[src/nco_pkg.sv]
`default_nettype none

package nco_pkg;

    // Phase accumulator and table addressing
    localparam int PHASE_WIDTH = 12;
    localparam int TABLE_DEPTH = 4096;

    // Sine lags cosine by a quarter turn
    localparam int QUARTER_TURN = TABLE_DEPTH / 4;

    // Signed coefficient format
    localparam int COEF_WIDTH = 18;
    localparam int COEF_AMPLITUDE = 131071;

    localparam real PI = 3.14159265358979323846;

    // Rounded cosine for one table index, also used by the testbench model
    function automatic logic signed [COEF_WIDTH-1:0] cos_coef(
        input int index
    );
        int  wrapped;
        real angle;
        real value;

        wrapped = index % TABLE_DEPTH;
        if (wrapped < 0) begin
            wrapped = wrapped + TABLE_DEPTH;
        end
        angle = 2.0 * PI * real'(wrapped) / real'(TABLE_DEPTH);
        value = real'(COEF_AMPLITUDE) * $cos(angle);

        // Cast to int rounds to nearest
        return COEF_WIDTH'(int'(value));
    endfunction

endpackage : nco_pkg

`default_nettype wire

[src/chmod_pkg.sv]
`default_nettype none

package chmod_pkg;

    // Signed I/Q sample format
    localparam int SAMPLE_WIDTH = 16;
    localparam int SAMPLE_MAX = (2 ** (SAMPLE_WIDTH - 1)) - 1;
    localparam int SAMPLE_MIN = -(2 ** (SAMPLE_WIDTH - 1));

    // Mixer arithmetic widths
    localparam int PRODUCT_WIDTH = SAMPLE_WIDTH + nco_pkg::COEF_WIDTH;
    localparam int SUM_WIDTH = PRODUCT_WIDTH + 1;

    // Output scaling back to sample range
    localparam int OUT_SHIFT = 17;
    localparam int SCALED_WIDTH = SUM_WIDTH - OUT_SHIFT;

    // Half an output LSB, round to nearest
    localparam int ROUND_BIAS = 2 ** (OUT_SHIFT - 1);

    // IQ reordering applied at the front stage
    typedef enum logic [1:0] {
        IQ_PASS = 2'd0,
        IQ_SWAP = 2'd1,
        IQ_CONJ = 2'd2
    } iq_op_e;

    // Rotation sense of the mixer
    typedef enum logic {
        DIR_UP   = 1'b0,
        DIR_DOWN = 1'b1
    } mix_dir_e;

endpackage : chmod_pkg

`default_nettype wire

[src/chmod_iq_front.sv]
`timescale 1ns/1ps

`default_nettype none

module chmod_iq_front (
    input  wire logic                                      i_clock,
    input  wire logic                                      i_rst_n,
    input  wire logic signed [chmod_pkg::SAMPLE_WIDTH-1:0] i_inph,
    input  wire logic signed [chmod_pkg::SAMPLE_WIDTH-1:0] i_quad,
    input  wire logic                                      i_valid,
    input  wire chmod_pkg::iq_op_e                         i_iq_op,
    output      logic signed [chmod_pkg::SAMPLE_WIDTH-1:0] o_inph,
    output      logic signed [chmod_pkg::SAMPLE_WIDTH-1:0] o_quad,
    output      logic                                      o_valid
);

    import chmod_pkg::*;

    logic signed [SAMPLE_WIDTH-1:0] next_inph;
    logic signed [SAMPLE_WIDTH-1:0] next_quad;

    // Most negative input maps to most positive
    function automatic logic signed [SAMPLE_WIDTH-1:0] neg_sat(
        input logic signed [SAMPLE_WIDTH-1:0] value
    );
        if (value == SAMPLE_MIN) begin
            return SAMPLE_WIDTH'(SAMPLE_MAX);
        end
        return -value;
    endfunction

    always_comb begin
        next_inph = i_inph;
        next_quad = i_quad;
        case (i_iq_op)
            IQ_SWAP: begin
                next_inph = i_quad;
                next_quad = i_inph;
            end
            IQ_CONJ: begin
                next_quad = neg_sat(i_quad);
            end
            default: begin
            end
        endcase
    end

    always_ff @(posedge i_clock) begin
        if (i_valid) begin
            o_inph <= next_inph;
            o_quad <= next_quad;
        end
    end

    always_ff @(posedge i_clock or negedge i_rst_n) begin
        if (!i_rst_n) begin
            o_valid <= 1'b0;
        end else begin
            o_valid <= i_valid;
        end
    end

endmodule : chmod_iq_front

`default_nettype wire

[config.mk]
export PLATFORM = sky130hd
export DESIGN_NAME = chmod_iq_front
export DESIGN_NICKNAME = d
export VERILOG_FILES = /design/src/nco_pkg.sv /design/src/chmod_pkg.sv /design/src/chmod_iq_front.sv
export SDC_FILE = /design/constraint.sdc
export NUM_CORES = 1
export LEC_CHECK = 0
export BUFFER_PORTS_ARGS = -buffer_cell sky130_fd_sc_hd__buf_2
export CAP_MARGIN = 20
export CORE_MARGIN = 1
export CORE_UTILIZATION = 50
export DETAILED_ROUTE_END_ITERATION = 10
export GPL_TIMING_DRIVEN = 0
export PLACE_DENSITY = 0.8
export SYNTH_ARGS = -nofsm -noshare
export SYNTH_HDL_FRONTEND = slang
export SYNTH_SLANG_ARGS = --single-unit
[constraint.sdc]
create_clock -name i_clock -period 0.8 [get_ports i_clock]
set_clock_uncertainty 0.15 [all_clocks]
set_input_delay 0.16 -clock i_clock [delete_from_list [all_inputs] [get_ports i_clock]]
set_output_delay 0.16 -clock i_clock [all_outputs]
set_load 0.03 [all_outputs]
=== Yosys cells after proc, flatten, opt, wreduce, memory -nomap -nowiden ===
Index checks and enable logic that the tools add are counted.

* Register bits after elaboration: 33
* Output and inout port bits: 33

* Add/subtract/negate cells: 1
* Equal/unequal tests: 3
* Mux-type cells: 6

{| class="wikitable"
|+ Operator list
! cell !! number
|-
| two-way mux 16 bit || 3
|-
| case mux 16 bit (2 select lines) || 1
|-
| == test 16 bit (second input constant) || 1
|-
| negation 16 bit || 1
|-
| == test 2 x 1 -> 1 bit (second input constant) || 1
|-
| == test 2 bit (second input constant) || 1
|-
| two-way mux 1 bit || 2
|}

=== Longest topological paths before layout ===
* Depth after elaboration: 5
* Depth in mapped cells: 7
* Depth with buffers taken out: 6

=== Worst setup path after synthesis ===
No wires, ideal clock.

* Path type: input to register
* Start point: in i_quad[0] (netlist bit)
* End point: reg o_quad[11] (netlist bit), data pin
* Arrival time: 1617 ps
* Setup slack: -1126 ps
* Cell stages on the path: 7
* Buffers on the path: 1
* Cells stage by stage: inv_1 > ha_1 > or4b_4 > nor4_4 > buf_6 > a22oi_1 > o2111ai_2

* Word-level cells in the longest chain between the ends: 5

{| class="wikitable"
|+ Ends and longest elaborated chain
! item !! RTL line !! source
|-
| from (decl) || chmod_iq_front.sv:9 || <nowiki>input wire logic signed [chmod_pkg::SAMPLE_WIDTH-1:0] i_quad,</nowiki>
|-
| branches (longest 3 deep; another with negation 16 bit) || n/a ||
|-
| two-way mux 16 bit * || chmod_iq_front.sv:29 || <nowiki>return -value;</nowiki>
|-
| case mux 16 bit (2 select lines) * || chmod_iq_front.sv:35 || <nowiki>case (i_iq_op)</nowiki>
|-
| via next_quad[11] || chmod_iq_front.sv:20 || <nowiki>logic signed [SAMPLE_WIDTH-1:0] next_quad;</nowiki>
|-
| to (signal assigned) || chmod_iq_front.sv:51 || <nowiki>o_quad <= next_quad;</nowiki>
|-
| to (decl) || chmod_iq_front.sv:13 || <nowiki>output logic signed [chmod_pkg::SAMPLE_WIDTH-1:0] o_quad,</nowiki>
|}

Mark *: on every way through the listed nets, which the timed path passes. The select of a mux whose other input is x is not followed.
A chain may end at the register's enable or synchronous reset.

=== Worst setup path in the final report ===
* Start point: in i_quad[4] (netlist bit)
* End point: reg o_quad[7] (netlist bit), data pin

The elaborated chain is that of the path after synthesis.

==> flow_metrics.tcl <==
set metrics [dict create \
    status "complete, but fails checks" \
    violations "negative setup slack" \
    htree_levels 2 \
    cts_tree "built" \
    hp-class "primary input to asynchronous set/reset pin" \
    rsz0062_at_grt "true" \
    p_leak_nw 1.31 \
    min_period_ns 1.75 \
    antenna_found_initial 0 \
    start_kind "primary input" \
    place_area_mm2 0.00259 \
    area.growth.synth_to_final_pct 58.7 \
    final_area_mm2 0.00322 \
    path_cells "clkbuf_16 > buf_4 > nor3_1 > a311oi_1 > a221oi_1 > o21ai_1" \
    report.final.hold_viol_count 0 \
    wl_met2_um 3360 \
    required_ns 0.68 \
    cts_buffers 5 \
    synth_warnings 0 \
    grt_pass1_vias 1923 \
    path_buf_inv 2 \
    grt_max_degree 34 \
    cp_slowest_cell "nor3_1" \
    ant_nets 0 \
    wirelength_um 6700 \
    synth_nets 216 \
    dieArea_mm2 0.00432 \
    grt_usage_pct 30.6 \
    die_x_um 65.7 \
    power_density_mw_per_mm2 1720 \
    synth_edf_count 32 \
    slew_violations 0 \
    synthCells 176 \
    core_area_mm2 0.00377 \
    path_class "primary input to flop" \
    async_flop_share_pct 3.03 \
    worstSetupEndpoint "o_quad[7]" \
    timing.hold.ws_ns 0.0143 \
    start_util_pct 53.8 \
    layout.nets 305 \
    route.met3.wl_um 717 \
    fin_ws_ns -0.950 \
    io_buffers 65 \
    crit_path_end_kind "flop" \
    register_area_um2 986 \
    wl_per_cell_um 21.3 \
    crit_start "i_quad[4]" \
    drc 0 \
    clockBufferDepth 2 \
    routed.top_layer "met4" \
    fillers 181 \
    synth-seq-cells 33 \
    globalRoute.totalOverflow 0 \
    via_count 2079 \
    n_antenna_cell 0 \
    ys_seq_area_share_pct 48.6 \
    vias_per_cell 6.62 \
    peakVddDrop_v 0.00104 \
    root_buffer "clkbuf_8" \
    grt_pass1_wl_um 9560 \
    critPathMaxFanout 6 \
    drive_above_1_share_pct 52.6 \
    firstDrtPassIters 6 \
    drv_cap 0 \
    setup_viol 65 \
    yosys.cell_types.count 50 \
    syn-cell-area_mm2 0.00203 \
    wl_met1_um 2380 \
    multi_input_area_mm2 0.00107 \
    cp.arrival_ns 1.63 \
    die_y_um 65.7 \
    gp_congestion 0.885 \
    syn-mean-instance-area_um2 11.5 \
    finalCritPeriodShare_pct 219 \
    critPathMaxStageDelay_ns 0.55 \
    max_slew.worst_pin.slew_ns 0.667 \
    synth_ff_type "edfxtp_1" \
    cts_sinks 33 \
    cp.depth 6 \
    clk_pin_slew_ns 0.07 \
    rows 22 \
    ios 70 \
    max_freq_mhz 571 \
    dpl.hpwl_um 3570 \
    worst_path_dominant_cell_family "compound AO/OA/AOI/OAI gates" \
    initialDrtViolationCount 298 \
    slew_headroom_pct 55.2 \
]
==> worst min-delay path by stage <==
stage	end	slack, ns	cells after the start
CTS	o_valid	0.01	2
floorplan	o_valid	-0.29	0
finish	o_valid	0.01	2
global placement	o_valid	-0.21	1
global route	o_valid	0.02	2
detailed placement	o_valid	-0.21	1
==> through the flow <==
step	utilization (%)	TNS (ns)	power, W	worst slack (ns)	std cells
final	85.4	-31.34	0.00556	-0.950	314
after global routing	85.4	-32.67	0.00572	-1.01	314
after CTS	82.5	-30.93	0.00541	-0.913	309
after detailed placement	68.8	-50.66	0.00347	-1.47	289
after global placement	68.8	-49.12	0.00344	-1.47	289
after floorplan	-	-24.37	0.00304	-1.09	176
==> cell usage in the layout (no fill, tap or decap), types with 2 or more instances in the layout <==
cell type	n
buf_2	27
ha_4	2
clkbuf_16	4
o2111ai_2	2
or3_1	5
o31ai_1	3
o22ai_1	2
inv_1	8
o21ai_1	4
mux2_4	16
buf_8	2
nor2_1	7
a22oi_1	5
clkbuf_1	3
nand2_1	7
clkbuf_8	7
nor3_1	8
a311oi_1	2
a21oi_1	6
or4_1	2
buf_4	16
or4_4	3
a22oi_2	3
o21ai_0	4
a221oi_1	5
buf_6	40
nand3_1	3
nor4_4	2
a32oi_2	2
a211o_1	2
inv_12	2
o211ai_1	2
edfxtp_1	32
==> report_power, final <==
group | total, W | internal, W | leakage, nW | switching, W
clock | 0.00167 | 0.00102 | 0.0585 | 0.000659
combinational | 0.00169 | 0.000780 | 0.928 | 0.000911
sequential | 0.00219 | 0.00211 | 0.324 | 0.0000784
total | 0.00556 | 0.00391 | 1.31 | 0.00165
==> cell usage after synthesis (all sizes together), types with 2 or more instances <==
cell     count  area share (%)
clkbuf       8             2.1
nand3        4            0.99
a21oi        6             1.5
mux2        16             8.9
o22ai        2            0.62
o31ai        3             1.1
nand2        8             1.8
edfxtp      32              47
or3          5             1.5
a221oi       5             2.2
a31oi        3            0.92
a32oi        2            0.86
ha           3             1.8
a22oi        8             3.2
nor2         7             1.3
nor4         3             2.4
a211o        2            0.86
or4          5             2.2
o2111ai      2             1.2
o21ai        8             2.0
a311oi       2            0.86
nor3         8             2.0
o211ai       2            0.74
inv         11             2.0
buf          6             2.2
==> repair_timing <==
action,CTS,global route
hold endpoints to repair,1,0
endpoints found under the setup margin,97,65
buffers inserted,9,5
resized for setup,84,17
pin swaps,6,5
hold buffers,1,0
cloned,3,0
==> logic make-up (layout without fill, tap and decap cells) <==
logic type                 after synthesis  after routing  share of synthesized area, %
AOI/OAI and AO/OA                       49             49                          18.1
and+or+nand+nor                         48             48                          15.4
DFF                                     33             33                          48.6
buffers and inverters                   25            115                          6.35
muxes                                   17             17                          9.37
adders and majority gates                3              3                          1.85
xor gates and xnor gates                 1              1                         0.431
==> metal layers <==
| layer | track usage [%] | vias up |
|---|---|---|
| li1 | - | 890 |
| met3 | 8.68 | 31 |
| met2 | 47.2 | 182 |
| met4 | 19.3 | 0 |
| met1 | 37.3 | 976 |
| met5 | 0 | - |
==> state kept, by name, summed over array words and instances (netlist names) <==
name,count
o_valid,1
o_inph,16
o_quad,16
==> final cells by class <==
class	count	area share (%)
plain buffers	13	4.85
clock buffers	7	2.68
clock inverters	1	0.932
inverters	11	2.21
multi-input cells	118	33.2
flip-flops and latches	33	30.6
well taps	48	1.86
repair buffers	83	23.7
No activity file was read; power rests on OpenSTA's default activity.
