[src/nco_pkg.sv]
`default_nettype none

package nco_pkg;

    // Phase accumulator and table addressing
    localparam int PHASE_WIDTH = 12;
    localparam int TABLE_DEPTH = 4096;

    // Sine lags cosine by a quarter turn
    localparam int QUARTER_TURN = TABLE_DEPTH / 4;

    // Signed coefficient format
    localparam int COEF_WIDTH = 18;
    localparam int COEF_AMPLITUDE = 131071;

    localparam real PI = 3.14159265358979323846;

    // Rounded cosine for one table index, also used by the testbench model
    function automatic logic signed [COEF_WIDTH-1:0] cos_coef(
        input int index
    );
        int  wrapped;
        real angle;
        real value;

        wrapped = index % TABLE_DEPTH;
        if (wrapped < 0) begin
            wrapped = wrapped + TABLE_DEPTH;
        end
        angle = 2.0 * PI * real'(wrapped) / real'(TABLE_DEPTH);
        value = real'(COEF_AMPLITUDE) * $cos(angle);

        // Cast to int rounds to nearest
        return COEF_WIDTH'(int'(value));
    endfunction

endpackage : nco_pkg

`default_nettype wire

[src/chmod_pkg.sv]
`default_nettype none

package chmod_pkg;

    // Signed I/Q sample format
    localparam int SAMPLE_WIDTH = 16;
    localparam int SAMPLE_MAX = (2 ** (SAMPLE_WIDTH - 1)) - 1;
    localparam int SAMPLE_MIN = -(2 ** (SAMPLE_WIDTH - 1));

    // Mixer arithmetic widths
    localparam int PRODUCT_WIDTH = SAMPLE_WIDTH + nco_pkg::COEF_WIDTH;
    localparam int SUM_WIDTH = PRODUCT_WIDTH + 1;

    // Output scaling back to sample range
    localparam int OUT_SHIFT = 17;
    localparam int SCALED_WIDTH = SUM_WIDTH - OUT_SHIFT;

    // Half an output LSB, round to nearest
    localparam int ROUND_BIAS = 2 ** (OUT_SHIFT - 1);

    // IQ reordering applied at the front stage
    typedef enum logic [1:0] {
        IQ_PASS = 2'd0,
        IQ_SWAP = 2'd1,
        IQ_CONJ = 2'd2
    } iq_op_e;

    // Rotation sense of the mixer
    typedef enum logic {
        DIR_UP   = 1'b0,
        DIR_DOWN = 1'b1
    } mix_dir_e;

endpackage : chmod_pkg

`default_nettype wire

[src/chmod_mixer.sv]
`timescale 1ns/1ps

`default_nettype none

module chmod_mixer (
    input  wire logic                                      i_clock,
    input  wire logic                                      i_rst_n,
    input  wire logic signed [chmod_pkg::SAMPLE_WIDTH-1:0] i_inph,
    input  wire logic signed [chmod_pkg::SAMPLE_WIDTH-1:0] i_quad,
    input  wire logic signed [nco_pkg::COEF_WIDTH-1:0]     i_coef_cos,
    input  wire logic signed [nco_pkg::COEF_WIDTH-1:0]     i_coef_sin,
    input  wire logic                                      i_valid,
    output      logic signed [chmod_pkg::SAMPLE_WIDTH-1:0] o_inph,
    output      logic signed [chmod_pkg::SAMPLE_WIDTH-1:0] o_quad,
    output      logic                                      o_valid
);

    import chmod_pkg::*;
    import nco_pkg::*;

    // Stage 1
    logic signed [PRODUCT_WIDTH-1:0] inph_cos_s1;
    logic signed [PRODUCT_WIDTH-1:0] inph_sin_s1;
    logic signed [SAMPLE_WIDTH-1:0]  quad_s1;
    logic signed [COEF_WIDTH-1:0]    cos_s1;
    logic signed [COEF_WIDTH-1:0]    sin_s1;
    logic                            valid_s1;

    // Stage 2
    logic signed [PRODUCT_WIDTH-1:0] inph_cos_s2;
    logic signed [PRODUCT_WIDTH-1:0] inph_sin_s2;
    logic signed [PRODUCT_WIDTH-1:0] quad_cos_s2;
    logic signed [PRODUCT_WIDTH-1:0] quad_sin_s2;
    logic                            valid_s2;

    // Output arithmetic
    logic signed [SUM_WIDTH-1:0]     sum_i;
    logic signed [SUM_WIDTH-1:0]     sum_q;
    logic signed [SCALED_WIDTH-1:0]  scaled_i;
    logic signed [SCALED_WIDTH-1:0]  scaled_q;

    function automatic logic signed [SAMPLE_WIDTH-1:0] saturate(
        input logic signed [SCALED_WIDTH-1:0] value
    );
        if (value > SAMPLE_MAX) begin
            return SAMPLE_WIDTH'(SAMPLE_MAX);
        end else if (value < SAMPLE_MIN) begin
            return SAMPLE_WIDTH'(SAMPLE_MIN);
        end
        return value[SAMPLE_WIDTH-1:0];
    endfunction

    // I products first, Q products one cycle later
    always_ff @(posedge i_clock) begin
        inph_cos_s1 <= i_inph * i_coef_cos;
        inph_sin_s1 <= i_inph * i_coef_sin;
        quad_s1     <= i_quad;
        cos_s1      <= i_coef_cos;
        sin_s1      <= i_coef_sin;

        inph_cos_s2 <= inph_cos_s1;
        inph_sin_s2 <= inph_sin_s1;
        quad_cos_s2 <= quad_s1 * cos_s1;
        quad_sin_s2 <= quad_s1 * sin_s1;
    end

    // Sign-extended sums plus rounding bias
    assign sum_i = inph_cos_s2 - quad_sin_s2 + ROUND_BIAS;
    assign sum_q = inph_sin_s2 + quad_cos_s2 + ROUND_BIAS;

    assign scaled_i = SCALED_WIDTH'(sum_i >>> OUT_SHIFT);
    assign scaled_q = SCALED_WIDTH'(sum_q >>> OUT_SHIFT);

    always_ff @(posedge i_clock) begin
        if (valid_s2) begin
            o_inph <= saturate(scaled_i);
            o_quad <= saturate(scaled_q);
        end
    end

    always_ff @(posedge i_clock or negedge i_rst_n) begin
        if (!i_rst_n) begin
            valid_s1 <= 1'b0;
            valid_s2 <= 1'b0;
            o_valid  <= 1'b0;
        end else begin
            valid_s1 <= i_valid;
            valid_s2 <= valid_s1;
            o_valid  <= valid_s2;
        end
    end

endmodule : chmod_mixer

`default_nettype wire

[config.mk]
export PLATFORM = sky130hd
export DESIGN_NAME = chmod_mixer
export DESIGN_NICKNAME = d
export VERILOG_FILES = /design/src/nco_pkg.sv /design/src/chmod_pkg.sv /design/src/chmod_mixer.sv
export SDC_FILE = /design/constraint.sdc
export NUM_CORES = 2
export LEC_CHECK = 0
export ABC_AREA = 1
export BUFFER_PORTS_ARGS = -buffer_cell sky130_fd_sc_hd__clkbuf_2
export CAP_MARGIN = 25
export CORE_ASPECT_RATIO = 1.2
export CORE_UTILIZATION = 45
export CTS_CLUSTER_SIZE = 40
export DETAILED_ROUTE_END_ITERATION = 7
export MAX_ROUTING_LAYER = met4
export SLEW_MARGIN = 10
export SYNTH_ARGS = -nofsm -noshare
export SYNTH_HDL_FRONTEND = slang
export SYNTH_SLANG_ARGS = --single-unit
export TNS_END_PERCENT = 5
[constraint.sdc]
create_clock -name i_clock -period 12.7 [get_ports i_clock]
set_input_delay 2.54 -clock i_clock [delete_from_list [all_inputs] [get_ports i_clock]]
set_output_delay 2.54 -clock i_clock [all_outputs]
set_load 0.005 [all_outputs]
=== After elaboration in Yosys (flattened, before gate mapping) ===
Index checks and enable logic that the tools add are counted.

* Output and inout bits: 33
* Flip-flop bits (word level): 291
* Bits of input ports: 71
* Logic and storage cells: 38

* $mul: 4
* Magnitude comparators: 4
* Add/sub/neg operators: 4
* Mux-type cells: 12

{| class="wikitable"
|+ Operator list
! kind !! number
|-
| $mul 16x18->34 || 4
|-
| $mux 16 || 6
|-
| $add 35x18->35 const B || 2
|-
| $gt 18x16->1 const B || 2
|-
| $lt 18x16->1 const B || 2
|-
| $add 34x34->35 || 1
|-
| $sub 34x34->35 || 1
|-
| $mux 1 || 6
|}

=== Longest topological paths before layout ===
* Depth in word-level cells: 7
* Depth in mapped cells: 28
* Gate-level depth less buffers: 26

=== Worst setup path before layout ===
No wires, ideal clock.

* Path kind: in2reg
* Start point: input port i_inph[3] (netlist bit)
* End point: register inph_sin_s1[29]
* Required time: 12.579 ns
* Data arrival time: 7.776 ns
* Stages on the path: 21
* Library setup time: 0.121 ns
* Slack: 4.803 ns
* Buffers on the path: 2
* Cell sequence: clkbuf_1 > clkbuf_1 > nand2_1 > inv_1 > fa_1 > fa_1 > fa_1 > fa_1 > fa_1 > inv_1 > fa_1 > inv_1 > ha_1 > nand2_1 > nor2_1 > inv_1 > nor2_1 > nand2_1 > o211ai_1 > a21oi_1 > xnor2_1

* Word-level cells in the longest chain between the ends: 1

{| class="wikitable"
|+ Ends and longest elaborated chain
! element !! line !! text
|-
| from (decl) || chmod_mixer.sv:8 || <nowiki>input wire logic signed [chmod_pkg::SAMPLE_WIDTH-1:0] i_inph,</nowiki>
|-
| $mul 16x18->34 || chmod_mixer.sv:56 || <nowiki>inph_sin_s1 <= i_inph * i_coef_sin;</nowiki>
|-
| to (signal assigned) || chmod_mixer.sv:56 ||
|-
| to (decl) || chmod_mixer.sv:23 || <nowiki>logic signed [PRODUCT_WIDTH-1:0] inph_sin_s1;</nowiki>
|}

Every way passes these cells.
A chain may end at the register's enable or synchronous reset.

=== Worst setup path in the final report ===
* Start point: input port i_inph[7] (netlist bit)
* End point: register inph_cos_s1[25]

* Word-level cells in the longest chain between the ends: 1

{| class="wikitable"
|+ Ends and longest elaborated chain
! element !! line !! text
|-
| $mul 16x18->34 || chmod_mixer.sv:55 || <nowiki>inph_cos_s1 <= i_inph * i_coef_cos;</nowiki>
|-
| to (signal assigned) || chmod_mixer.sv:55 ||
|-
| to (decl) || chmod_mixer.sv:22 || <nowiki>logic signed [PRODUCT_WIDTH-1:0] inph_cos_s1;</nowiki>
|}

Every way passes these cells.

==> results.md <==
- Status: finished clean
- H-tree Lvls: 2
- ANT nets after route: 0
- Fin crit share: around 64%
- DR iter-0 viols: 2385
- Worst hold path type: flip-flop to flip-flop
- Post-Syn Instances: 6957
- CP cell instances: clkbuf_2 -> nand2_1 -> fa_1 -> inv_1 -> fa_1 -> fa_1 -> fa_1 -> fa_1 -> inv_1 -> fa_1 -> inv_1 -> ha_1 -> nand2_1 -> nor2_1 -> nand3_1 -> o21ai_0 -> a21oi_1 -> o211ai_1 -> nand2_1
- Synth Area in Simple Gates: 14.9%
- First-pass GRT wire length: around 240000 µm
- Yosys top cell by area: fa_1
- Placed Cells: 8477
- WL/cell: approximately 17 µm
- Distinct cell type count after synthesis: 41
- Initial DRT Pass Iterations: 5
- Die X: 325 µm
- Gr ovfl total: 0
- Vias: 41900
- CTS Buf Count: 36
- TNS Setup: 0 ps
- Rel. slew slack: 29.8%
- WP data required: 13140 ps
- Die Y: 389 µm
- Ports: 104
- Seq/Total Area, Yosys: 11.0%
- Worst path arrival time: 8580 ps
- Slowest stage delay, CP: around 680 ps
- Non-Filler Instances: 8546
- Synth Area in Adders: 51.8%
- Most frequent cell after synthesis: inv_1
- Average cell area after synthesis: around 8.1 µm²
- Synth Cell Area: 56200 µm²
- DP HPWL: roughly 120000 µm
- Final WL: 145000 µm
- Most frequent cells after synthesis: inv_1, nand2_1, fa_1, ha_1, dfxtp_1
- Final net count: 8576
- Setup bufs post-CTS: 0
- Yosys warnings: 0
- Fill cells: 12200
- DRC: 0
- RSZ-0062 raised after global routing: false
- Net Count, Synth: just under 9000
- Largest net degree at the start of global routing: 39
- Initial Util: between 40% and 50%
- Clock transition at path regs: roughly 60 ps
- Number of gates resized after CTS: 0
- # hold bufs at CTS: 0
- Post-synthesis mux area share: 0%
- Clk Latency, worst-skew pair: 580 ps
- Area of the multi-input gates: 41300 µm²
- CP Max Fanout: 36
- Number of port buffers: slightly above 100
- Vias in the first global route: between 40000 and 50000
- Die area: approximately 130000 µm²
- Gpl congestion: between 0.9 and 1
- Core Area: roughly 120000 µm²
- Reg area: 6160 µm²
- Layout cells sized above 1: 3.29%
- Top cells by area, synth: fa_1, inv_1, nand2_1
- Root buf cell: clkbuf_16
- Antenna violations before repair: 8
- Worst path slowest cell: clkbuf_2
- Synth Area in XOR/XNOR: 2.69%
- Slew @ Worst Pin: 1050 ps
- Finish-stage setup viols: 0
- Compound-Gate Fraction of Synth Area: 3.97%
- Hold slack: about 300 ps
- Startpoint class of the critical path: input pin
- Largest family of logic cells by synthesized area: adder cells
- CTS tree: built
- Synth Register Bits: roughly 290
- Main synth FF type: dfxtp_1
- Cell Rows: 141
- Crit Path Class: input pin to flip-flop
- MaxCap Viol Count: 0
- Asr flop ratio synth: 1.03%
- Global-route usage over all layers: 24.6%
- Critical path's most frequent cell: fa_1
- Pins over their slew limit: 0
- Post-synth EDFFs: 32
- Maximum clock rate: 123 MHz
- Final Util: 47.9%
- Synth top area share: between 40 and 50%
- Worst setup EP type: flip-flop
- Final Critical Period: 8140 ps
- Vias/cell: 4.91
- Final Skew: 35.4 ps
- Layout area overhead: 5.27%
- Maximum clock insertion buffer count: 3
- CTS sink count: 291
- Final Hold Violating Endpoints: 0
==> through the flow <==
| stage | setup slack, ps | cell area, µm² |
|---|---|---|
| after floorplan | 4800 | 56200 |
| after global placement | 4030 | 58000 |
| after detailed placement | 3960 | 58000 |
| after CTS | 4600 | 59200 |
| after global routing | 4220 | 59200 |
| final | 4560 | 59200 |
==> registers in the layout, summed over array words and instances, names as in the netlist <==
register     flops
quad_cos_s2     34
inph_sin_s1     34
o_valid          1
quad_sin_s2     34
o_inph          16
inph_sin_s2     34
valid_s1         1
valid_s2         1
quad_s1         16
inph_cos_s2     34
o_quad          16
inph_cos_s1     34
cos_s1          18
sin_s1          18
==> layout by cell type (no fill, tap or decap), types with 97 or more instances in the layout <==
cell,count
nand3_1,97
nand2_1,1699
clkbuf_2,103
fa_1,1160
inv_1,2076
dfxtp_1,256
ha_1,474
xor2_1,125
nor2_1,228
a21oi_1,192
==> critical path, delay by kind of cell <==
| family | cells | cell delay [ps] |
|---|---|---|
| and+or+nand+nor | 5 | 670 |
| adders and majority gates | 7 | 3440 |
| AOI/OAI and AO/OA | 3 | 1050 |
| buffers and inverters | 4 | 820 |
==> worst paths after layout <==
kind | end | slack [ps] | start | cells after the start
setup / recovery | inph_cos_s1[25] | 4560 | i_inph[7] | 19
hold / removal | inph_cos_s2[9] | 300 | inph_cos_s1[9] | 0
setup reg to reg | quad_sin_s2[30] | 6020 | sin_s1[17] | 17
hold reg to reg | inph_cos_s2[9] | 300 | inph_cos_s1[9] | 0
max in group asynchronous | valid_s1 | 10750 | i_rst_n | 1
min in group asynchronous | valid_s2 | 1780 | i_rst_n | 1
==> layer usage <==
metal | vias up | global-route usage (%) | wire [µm]
met3 | 224 | 1.90 | 6290
li1 | 19600 | - | -
met1 | 21200 | 31.8 | 62900
met2 | 908 | 41.4 | 71400
met5 | - | - | 0
met4 | 0 | 7.44 | 4220
==> kinds of logic (layout without fill, tap and decap cells) <==
group | after synthesis | after routing
DFF | 291 | 291
buffers and inverters | 2333 | 2274
and+or+nand+nor | 2135 | 2135
AOI/OAI and AO/OA | 391 | 391
adders and majority gates | 1634 | 1634
other | 0 | 4
xor gates and xnor gates | 173 | 173
==> area by class of cell <==
type,count,area share (%)
antenna,4,0.0169
clock buffer,43,1.65
clock inverter,22,0.311
inverter,2079,13.2
multi-input combinational,4333,69.7
sequential,291,10.4
tap,1644,3.47
timing repair buffer,130,1.21
Power is not shown: default switching activity piles up to over one toggle a cycle in this logic, so the estimate is an artifact.
